$ cat config.mk
export PLATFORM = sky130hd
export DESIGN_NAME = raycast_front
export DESIGN_NICKNAME = d
export VERILOG_FILES = /design/src/raycast_pkg.sv /design/src/pose_regs.sv /design/src/ray_setup.sv /design/src/ray_fifo.sv /design/src/raycast_front.sv
export VERILOG_INCLUDE_DIRS = /design/src
export SDC_FILE = /design/constraint.sdc
export NUM_CORES = 2
export LEC_CHECK = 0
export ABC_AREA = 1
export BUFFER_PORTS_ARGS = -buffer_cell sky130_fd_sc_hd__buf_2
export CAP_MARGIN = 20
export CELL_PAD_IN_SITES_DETAIL_PLACEMENT = 1
export CELL_PAD_IN_SITES_GLOBAL_PLACEMENT = 2
export CORE_UTILIZATION = 31
export DETAILED_ROUTE_END_ITERATION = 8
export MAX_ROUTING_LAYER = met4
export PLACE_DENSITY = 0.7
export SYNTH_ARGS = -nofsm -noshare
export SYNTH_HDL_FRONTEND = slang
export SYNTH_SLANG_ARGS = --single-unit
export TNS_END_PERCENT = 5
$ cat constraint.sdc
create_clock -name clk_pixel -period 17.95 [get_ports clk_pixel]
set_clock_uncertainty 0.1 [all_clocks]
set_input_delay 4.4875 -clock clk_pixel [delete_from_list [all_inputs] [get_ports clk_pixel]]
set_output_delay 4.4875 -clock clk_pixel [all_outputs]
set_load 0.01 [all_outputs]
$ cat src/raycast_cfg.svh
`ifndef RAYCAST_CFG_SVH
`define RAYCAST_CFG_SVH

// **********************************************************************
// screen sweep
// **********************************************************************

// ray columns per sweep
`define SCREEN_COLS 320
// enough bits for column 0..319
`define COL_W 9

// ray fifo entries
`define FIFO_DEPTH 16

// **********************************************************************
// movement and camera
// **********************************************************************

// one move step is dir >>> 2, a quarter tile
`define MOVE_SHIFT 2
// approx 256 * 2 / 320 in 8.8 steps
`define CAM_SCALE 410

// reset pose in 8.8, pos at 11.5/11.5 facing +x
`define RST_POS_X 16'h0B80
`define RST_POS_Y 16'h0B80
`define RST_DIR_X 16'h0100
`define RST_DIR_Y 16'h0000
`define RST_PLANE_X 16'h0000
`define RST_PLANE_Y 16'h00A9

`endif

$ cat src/raycast_pkg.sv
`include "raycast_cfg.svh"

package raycast_pkg;

    // **********************************************************************
    // fixed point and pose
    // **********************************************************************

    // signed 8.8 word
    typedef logic signed [15:0] fix16_t;

    // player pose, all 8.8
    typedef struct packed {
        fix16_t pos_x;
        fix16_t pos_y;
        fix16_t dir_x;
        fix16_t dir_y;
        fix16_t plane_x;
        fix16_t plane_y;
    } pose_t;

    // movement buttons, active high levels
    typedef struct packed {
        logic rot_left;
        logic rot_right;
        logic fwd;
        logic bwd;
    } btn_t;

    // **********************************************************************
    // ray record
    // **********************************************************************

    // step bit set means the ray steps toward negative
    typedef struct packed {
        logic [`COL_W-1:0] column;
        fix16_t            ray_dir_x;
        fix16_t            ray_dir_y;
        logic              step_x;
        logic              step_y;
        logic              last;
    } ray_t;

endpackage

$ cat src/pose_regs.sv
`timescale 1ns/1ns
`include "raycast_cfg.svh"

module pose_regs (
    input  logic               clk_pixel,
    input  logic               sys_rst,
    input  logic               frame_start,
    input  raycast_pkg::btn_t  btn,
    output raycast_pkg::pose_t pose,
    output logic               pose_strobe
);
    import raycast_pkg::*;

    // pose loaded on reset
    localparam pose_t RST_POSE = '{
        pos_x:   `RST_POS_X,
        pos_y:   `RST_POS_Y,
        dir_x:   `RST_DIR_X,
        dir_y:   `RST_DIR_Y,
        plane_x: `RST_PLANE_X,
        plane_y: `RST_PLANE_Y
    };

    pose_t  pose_nxt;
    fix16_t move_x;
    fix16_t move_y;

    // one move step along dir
    assign move_x = pose.dir_x >>> `MOVE_SHIFT;
    assign move_y = pose.dir_y >>> `MOVE_SHIFT;

    // **********************************************************************
    // button action, first pressed wins
    // **********************************************************************

    always_comb begin
        pose_nxt = pose;
        if (btn.rot_left) begin
            // +90 deg, (x,y) -> (-y,x)
            pose_nxt.dir_x   = -pose.dir_y;
            pose_nxt.dir_y   = pose.dir_x;
            pose_nxt.plane_x = -pose.plane_y;
            pose_nxt.plane_y = pose.plane_x;
        end else if (btn.rot_right) begin
            // -90 deg, (x,y) -> (y,-x)
            pose_nxt.dir_x   = pose.dir_y;
            pose_nxt.dir_y   = -pose.dir_x;
            pose_nxt.plane_x = pose.plane_y;
            pose_nxt.plane_y = -pose.plane_x;
        end else if (btn.fwd) begin
            pose_nxt.pos_x = pose.pos_x + move_x;
            pose_nxt.pos_y = pose.pos_y + move_y;
        end else if (btn.bwd) begin
            pose_nxt.pos_x = pose.pos_x - move_x;
            pose_nxt.pos_y = pose.pos_y - move_y;
        end
    end

    // **********************************************************************
    // pose registers
    // **********************************************************************

    // pose and strobe land together one cycle after frame_start
    always_ff @(posedge clk_pixel) begin
        if (sys_rst) begin
            pose        <= RST_POSE;
            pose_strobe <= 1'b0;
        end else begin
            pose_strobe <= frame_start;
            if (frame_start) begin
                pose <= pose_nxt;
            end
        end
    end

    // frames are far apart, so back-to-back updates mean a broken frame pulse
    assert property (@(posedge clk_pixel) disable iff (sys_rst)
        pose_strobe |=> !pose_strobe);

endmodule

$ cat src/ray_setup.sv
`timescale 1ns/1ns
`include "raycast_cfg.svh"

module ray_setup (
    input  logic               clk_pixel,
    input  logic               sys_rst,
    input  raycast_pkg::pose_t pose,
    input  logic               pose_strobe,
    output logic               setup_valid,
    output raycast_pkg::ray_t  setup_ray,
    input  logic               setup_ready
);
    import raycast_pkg::*;

    localparam logic [`COL_W-1:0] LAST_COL = `COL_W'(`SCREEN_COLS - 1);

    // sweep state
    logic              active;
    logic [`COL_W-1:0] col;
    pose_t             snap;

    // pipeline flow
    logic issue;
    logic s1_ready;
    logic s2_ready;

    // stage 1 regs
    logic              s1_valid;
    logic [`COL_W-1:0] s1_col;
    fix16_t            s1_dir_x;
    fix16_t            s1_dir_y;
    logic signed [31:0] s1_prod_x;
    logic signed [31:0] s1_prod_y;

    // stage 1 comb
    logic [17:0]        col_scaled;
    fix16_t             cam;
    logic signed [31:0] prod_x;
    logic signed [31:0] prod_y;

    // stage 2 comb
    fix16_t dir_sum_x;
    fix16_t dir_sum_y;

    // a stage moves when the one after it is empty or draining
    assign s2_ready = !setup_valid || setup_ready;
    assign s1_ready = !s1_valid || s2_ready;
    assign issue    = active && s1_ready;

    // **********************************************************************
    // column sweep
    // **********************************************************************

    always_ff @(posedge clk_pixel) begin
        if (sys_rst) begin
            active <= 1'b0;
            col    <= '0;
        end else if (!active) begin
            // strobes during a sweep are dropped
            if (pose_strobe) begin
                active <= 1'b1;
                col    <= '0;
            end
        end else if (issue) begin
            if (col == LAST_COL) begin
                active <= 1'b0;
                col    <= '0;
            end else begin
                col <= col + 1'b1;
            end
        end
    end

    // pose held for the whole sweep
    always_ff @(posedge clk_pixel) begin
        if (!active && pose_strobe) begin
            snap <= pose;
        end
    end

    // **********************************************************************
    // stage 1, camera term and plane products
    // **********************************************************************

    // cam = ((c * scale) >> 8) - 256, runs -1.0 .. ~+1.0
    assign col_scaled = col * 18'(`CAM_SCALE);
    assign cam        = $signed({6'd0, col_scaled[17:8]}) - 16'sd256;
    assign prod_x     = snap.plane_x * cam;
    assign prod_y     = snap.plane_y * cam;

    always_ff @(posedge clk_pixel) begin
        if (sys_rst) begin
            s1_valid <= 1'b0;
        end else if (s1_ready) begin
            s1_valid <= issue;
        end
    end

    // dir travels along so a new snapshot cannot reach older columns
    always_ff @(posedge clk_pixel) begin
        if (issue) begin
            s1_col    <= col;
            s1_dir_x  <= snap.dir_x;
            s1_dir_y  <= snap.dir_y;
            s1_prod_x <= prod_x;
            s1_prod_y <= prod_y;
        end
    end

    // **********************************************************************
    // stage 2, direction sum and step signs
    // **********************************************************************

    // bits 23:8 are the product >>> 8 cut to 16 bits
    assign dir_sum_x = s1_dir_x + fix16_t'(s1_prod_x[23:8]);
    assign dir_sum_y = s1_dir_y + fix16_t'(s1_prod_y[23:8]);

    always_ff @(posedge clk_pixel) begin
        if (sys_rst) begin
            setup_valid <= 1'b0;
        end else if (s2_ready) begin
            setup_valid <= s1_valid;
        end
    end

    always_ff @(posedge clk_pixel) begin
        if (s1_valid && s2_ready) begin
            setup_ray.column    <= s1_col;
            setup_ray.ray_dir_x <= dir_sum_x;
            setup_ray.ray_dir_y <= dir_sum_y;
            // sign bit doubles as negative step
            setup_ray.step_x    <= dir_sum_x[15];
            setup_ray.step_y    <= dir_sum_y[15];
            setup_ray.last      <= (s1_col == LAST_COL);
        end
    end

    // held ray must not change under back-pressure from the fifo
    assert property (@(posedge clk_pixel) disable iff (sys_rst)
        setup_valid && !setup_ready |=> $stable(setup_ray));

endmodule

$ cat src/ray_fifo.sv
`timescale 1ns/1ns
`include "raycast_cfg.svh"

module ray_fifo (
    input  logic              clk_pixel,
    input  logic              sys_rst,
    input  logic              in_valid,
    output logic              in_ready,
    input  raycast_pkg::ray_t in_ray,
    output logic              out_valid,
    input  logic              out_ready,
    output raycast_pkg::ray_t out_ray
);
    import raycast_pkg::*;

    localparam int DEPTH = `FIFO_DEPTH;
    localparam int PTR_W = $clog2(DEPTH);
    localparam int CNT_W = $clog2(DEPTH + 1);

    ray_t             mem [DEPTH];
    logic [PTR_W-1:0] wr_ptr;
    logic [PTR_W-1:0] rd_ptr;
    logic [CNT_W-1:0] count;
    logic             push;
    logic             pop;

    // full blocks pushes even when popping
    assign in_ready  = (count != CNT_W'(DEPTH));
    assign out_valid = (count != '0);
    assign push      = in_valid && in_ready;
    assign pop       = out_valid && out_ready;
    assign out_ray   = mem[rd_ptr];

    // **********************************************************************
    // storage and pointers
    // **********************************************************************

    always_ff @(posedge clk_pixel) begin
        if (push) begin
            mem[wr_ptr] <= in_ray;
        end
    end

    always_ff @(posedge clk_pixel) begin
        if (sys_rst) begin
            wr_ptr <= '0;
            rd_ptr <= '0;
            count  <= '0;
        end else begin
            if (push) begin
                wr_ptr <= (wr_ptr == PTR_W'(DEPTH - 1)) ? '0 : wr_ptr + 1'b1;
            end
            if (pop) begin
                rd_ptr <= (rd_ptr == PTR_W'(DEPTH - 1)) ? '0 : rd_ptr + 1'b1;
            end
            // push and pop together leave count alone
            case ({push, pop})
                2'b10:   count <= count + 1'b1;
                2'b01:   count <= count - 1'b1;
                default: count <= count;
            endcase
        end
    end

    assert property (@(posedge clk_pixel) disable iff (sys_rst)
        count <= CNT_W'(DEPTH));

    // a pop needs the pointers to agree that an entry is stored
    assert property (@(posedge clk_pixel) disable iff (sys_rst)
        pop |-> (rd_ptr != wr_ptr) || (count == CNT_W'(DEPTH)));

endmodule

$ cat src/raycast_front.sv
`timescale 1ns/1ns
`include "raycast_cfg.svh"

module raycast_front (
    input  logic               clk_pixel,
    input  logic               sys_rst,
    input  logic               frame_start,
    input  raycast_pkg::btn_t  btn,
    output logic               ray_valid,
    input  logic               ray_ready,
    output raycast_pkg::ray_t  ray,
    output raycast_pkg::pose_t pose
);
    import raycast_pkg::*;

    // pose block to ray setup
    logic pose_strobe;

    // ray setup to fifo
    logic setup_valid;
    logic setup_ready;
    ray_t setup_ray;

    // **********************************************************************
    // pose -> ray setup -> fifo -> consumer
    // **********************************************************************

    pose_regs pose_regs_inst (
        .clk_pixel   (clk_pixel),
        .sys_rst     (sys_rst),
        .frame_start (frame_start),
        .btn         (btn),
        .pose        (pose),
        .pose_strobe (pose_strobe)
    );

    ray_setup ray_setup_inst (
        .clk_pixel   (clk_pixel),
        .sys_rst     (sys_rst),
        .pose        (pose),
        .pose_strobe (pose_strobe),
        .setup_valid (setup_valid),
        .setup_ray   (setup_ray),
        .setup_ready (setup_ready)
    );

    // consumer side may stall, fifo soaks it up
    ray_fifo ray_fifo_inst (
        .clk_pixel (clk_pixel),
        .sys_rst   (sys_rst),
        .in_valid  (setup_valid),
        .in_ready  (setup_ready),
        .in_ray    (setup_ray),
        .out_valid (ray_valid),
        .out_ready (ray_ready),
        .out_ray   (ray)
    );

endmodule

==> impl_metrics.yaml <==
drt:
  vias_per_cell: 4.914
  wl_per_cell_microns: 21.55
  drt_wl_total_mm: 164.5
  firstDrtPassIters: 5
  wl_met2_mm: 78.73
  ant_nets: 0
  drt_iter0_markers: 2364
  drc: 0
  via_count: 37498
  highest_layer: "met4"
  met3WireLength_mm: 5.988
  wl_met1_mm: 76.01
final_layout:
  fin_nets: 5747
  final_cells: 7631
  multiInputGateArea_sq_mm: 0.02290
  fillers: 19596
  syn_to_final_growth_pct: 11.99
  diodes: 0
  seqCellArea_sq_mm: 0.02809
  drive_above_1_share_pct: 7.844
  final_util_pct: 34.97
clock_tree:
  numCtsBuffers: 102
  clockBufferDepth: 3
  clk_latency_ns: 0.74
  tritoncts: "yes"
  cts.repair.resized: 0
  clk_pin_slew_ns: 0.06
  cts-root-buf: "clkbuf_16"
  htree_levels: 3
  postCtsSetupRepairBufs: 0
  clock-sinks: 977
  cts_hold_buf: 0
placed_design:
  dp_cells: 7446
  portBuffers: 148
  gp_congestion: 0.8623
  hpwl_mm: 109.3
global_routing:
  grt_pass1_vias: 39578
  antenna_found_initial: 6
  overflow: 0
  grt_usage_pct: 18.83
  grt_max_degree: 108
  grt_first_pass_wirelength_mm: 250.3
pwr:
  p_per_area_mw_per_mm2: 114.4
  ir_drop_v: 0.00007504
  cellLeakagePower_nw: 24.75
  finalPower_mw: 7.048
sta:
  final.min_clock_period_ns: 10.21
  finalSetupTns_ns: 0
  maxSlewHeadroom_pct: 30.63
  grt_setup_unrepaired: "no"
  drv_slew: 0
  post-route-period-util_pct: 56.88
  tightest_slew_ns: 1.041
  finalHoldViolations: 0
  fmax_ghz: 0.09794
  finalSetupViolations: 0
yosys:
  synth-main-ff-cell: "edfxtp_1"
  yosys-top-cells-area: "edfxtp_1, fa_1, inv_1, ha_1, dfxtp_1"
  syn-mean-instance-area_sq_um: 10.72
  seq_area_frac_synth_pct: 51.05
  yosys.cell_types.count: 52
  yosysTopAreaCellShare_pct: 46.47
  synth_top_area_cell: "edfxtp_1"
  async_reset_ff_share_pct: 0
  ys_seq_elements: 977
  synth_nets: 5666
  yosysMostFrequentCell: "edfxtp_1"
  synth_cells: 5129
  synth_commonest_cells: "edfxtp_1, inv_1, nand2_1, a21oi_1, nor2_1"
  synth_area_sq_mm: 0.05500
  synth_edf_count: 851
  yosysWarnings: 0
critical_path:
  r2r_start: "ray_setup_inst.col[6]$_SDFFE_PP0P_"
  crit_path_start: "ray_setup_inst.col[6]$_SDFFE_PP0P_"
  start_kind: "flip-flop"
  r2r_setup_slack_ns: 7.74
  crit_path_end_kind: "flip-flop"
  cp.required_ns: 18.29
  crit_type: "flip-flop to flip-flop"
  slowest_stage: "ha_1"
  worstPathMaxFanout: 23
  timing.rr.end: "ray_setup_inst.s1_prod_x[23]$_DFFE_PP_"
  cpPeakStageDelay_ns: 0.91
  arrival_ns: 10.55
  critPathBufInv: 12
  path_delay_family: "adder cells"
  ff2ff_path_depth: 39
die:
  fp.dieW_microns: 423.2
  rows: 154
  die-area_sq_mm: 0.1791
  core-area_sq_mm: 0.1761
  die_h_microns: 423.2
  io_pins: 149
  initial_core_util_pct: 31.23
flow_run:
  cap_violations: 0
hold_path:
  min_to: "ray_setup_inst.s1_dir_x[2]$_DFFE_PP_"
  hp-start: "ray_setup_inst.snap[50]$_DFFE_PP_"
  min_path_type: "flip-flop to flip-flop"
  min_path_cells: 0
run_status:
  status: "finished clean"
sequential cells by signal, indices dropped and copies added, names as in the netlist, 9 cells and up, named ones only:
register,count
ray_fifo_inst.mem,672
pose_regs_inst.pose,96
ray_setup_inst.snap,64
ray_setup_inst.setup_ray,42
ray_setup_inst.s1_dir_x,16
ray_setup_inst.s1_dir_y,16
ray_setup_inst.s1_prod_x,16
ray_setup_inst.s1_prod_y,16
ray_setup_inst.col,9
ray_setup_inst.s1_col,9
metal layers:
metal / global-route usage, % / up-vias
li1: - / 17488
met4: 4.465 / 0
met1: 25.03 / 19133
met3: 2.015 / 189
met5: - / -
met2: 30.78 / 688
power breakdown:
group | switching, mW | leakage, nW | total, mW | internal, mW
logic | 1.40 | 14.4 | 2.15 | 0.741
registers | 0.149 | 8.75 | 2.74 | 2.59
clock network | 0.953 | 1.64 | 2.16 | 1.21
area by class of cell:
type	instances	share of cell area, %
inverters	847	5.180
clock inverters	64	1.180
repair buffers	193	1.751
clock buffers	121	4.343
flip-flops and latches	977	45.61
well taps	2340	4.754
multi-input cells	3089	37.18
worst max path at each step:
stage                                             endpoint  slack, ns  depth (start not counted)
floorplan           ray_setup_inst.s1_prod_y[23]$_DFFE_PP_       9.83                         37
global placement    ray_setup_inst.s1_prod_x[23]$_DFFE_PP_       7.90                         39
detailed placement  ray_setup_inst.s1_prod_x[23]$_DFFE_PP_       7.78                         39
CTS                 ray_setup_inst.s1_prod_x[23]$_DFFE_PP_       7.71                         39
global route        ray_setup_inst.s1_prod_y[23]$_DFFE_PP_       7.10                         39
finish              ray_setup_inst.s1_prod_x[23]$_DFFE_PP_       7.74                         39
logic make-up (layout without fill, tap and decap cells):
logic type | count (synthesis) | count (layout) | share of synthesized area, %
multiplexers | 168 | 168 | 3.058
flip-flops | 977 | 977 | 51.05
buffers and inverters | 1063 | 1225 | 7.626
AO/OA/AOI/OAI | 978 | 978 | 10.21
adder cells (fa/ha/maj) | 529 | 529 | 16.19
AND/OR/NAND/NOR | 1268 | 1268 | 9.544
XOR/XNOR | 146 | 146 | 2.325
stage by stage:
step / hold WS, ns / setup WS, ns / instance area (sq um)
after floorplan: 0.3003 / 9.829 / 55000
after CTS: 0.3082 / 7.708 / 61590
after detailed placement: 0.3062 / 7.782 / 58190
after global routing: 0.3187 / 7.097 / 61590
after global placement: 0.3013 / 7.900 / 58190
final: 0.3070 / 7.739 / 61590
placed cells by master, fill, tap and decap left out, types with 7 or more instances in the layout:
| cell type | count |
|---|---|
| buf_2 | 148 |
| a31oi_1 | 12 |
| nor2_4 | 18 |
| a21o_1 | 13 |
| clkbuf_1 | 15 |
| o21bai_1 | 11 |
| xnor2_1 | 27 |
| nor3_1 | 29 |
| nor2_2 | 13 |
| buf_4 | 45 |
| mux2i_1 | 168 |
| o31ai_1 | 9 |
| nor2_1 | 335 |
| clkinv_2 | 16 |
| edfxtp_1 | 851 |
| inv_2 | 7 |
| nand3_1 | 220 |
| clkbuf_16 | 103 |
| bufinv_16 | 9 |
| ha_1 | 225 |
| nand2_1 | 601 |
| clkinv_1 | 25 |
| or2_2 | 9 |
| dfxtp_1 | 122 |
| o21a_1 | 12 |
| inv_1 | 833 |
| o221ai_1 | 13 |
| a21oi_1 | 367 |
| o21ai_1 | 8 |
| o211ai_1 | 187 |
| xor2_1 | 117 |
| fa_1 | 304 |
| o21ai_0 | 323 |
| nand4_1 | 21 |
Note: power is estimated with default switching activity, not from simulation.
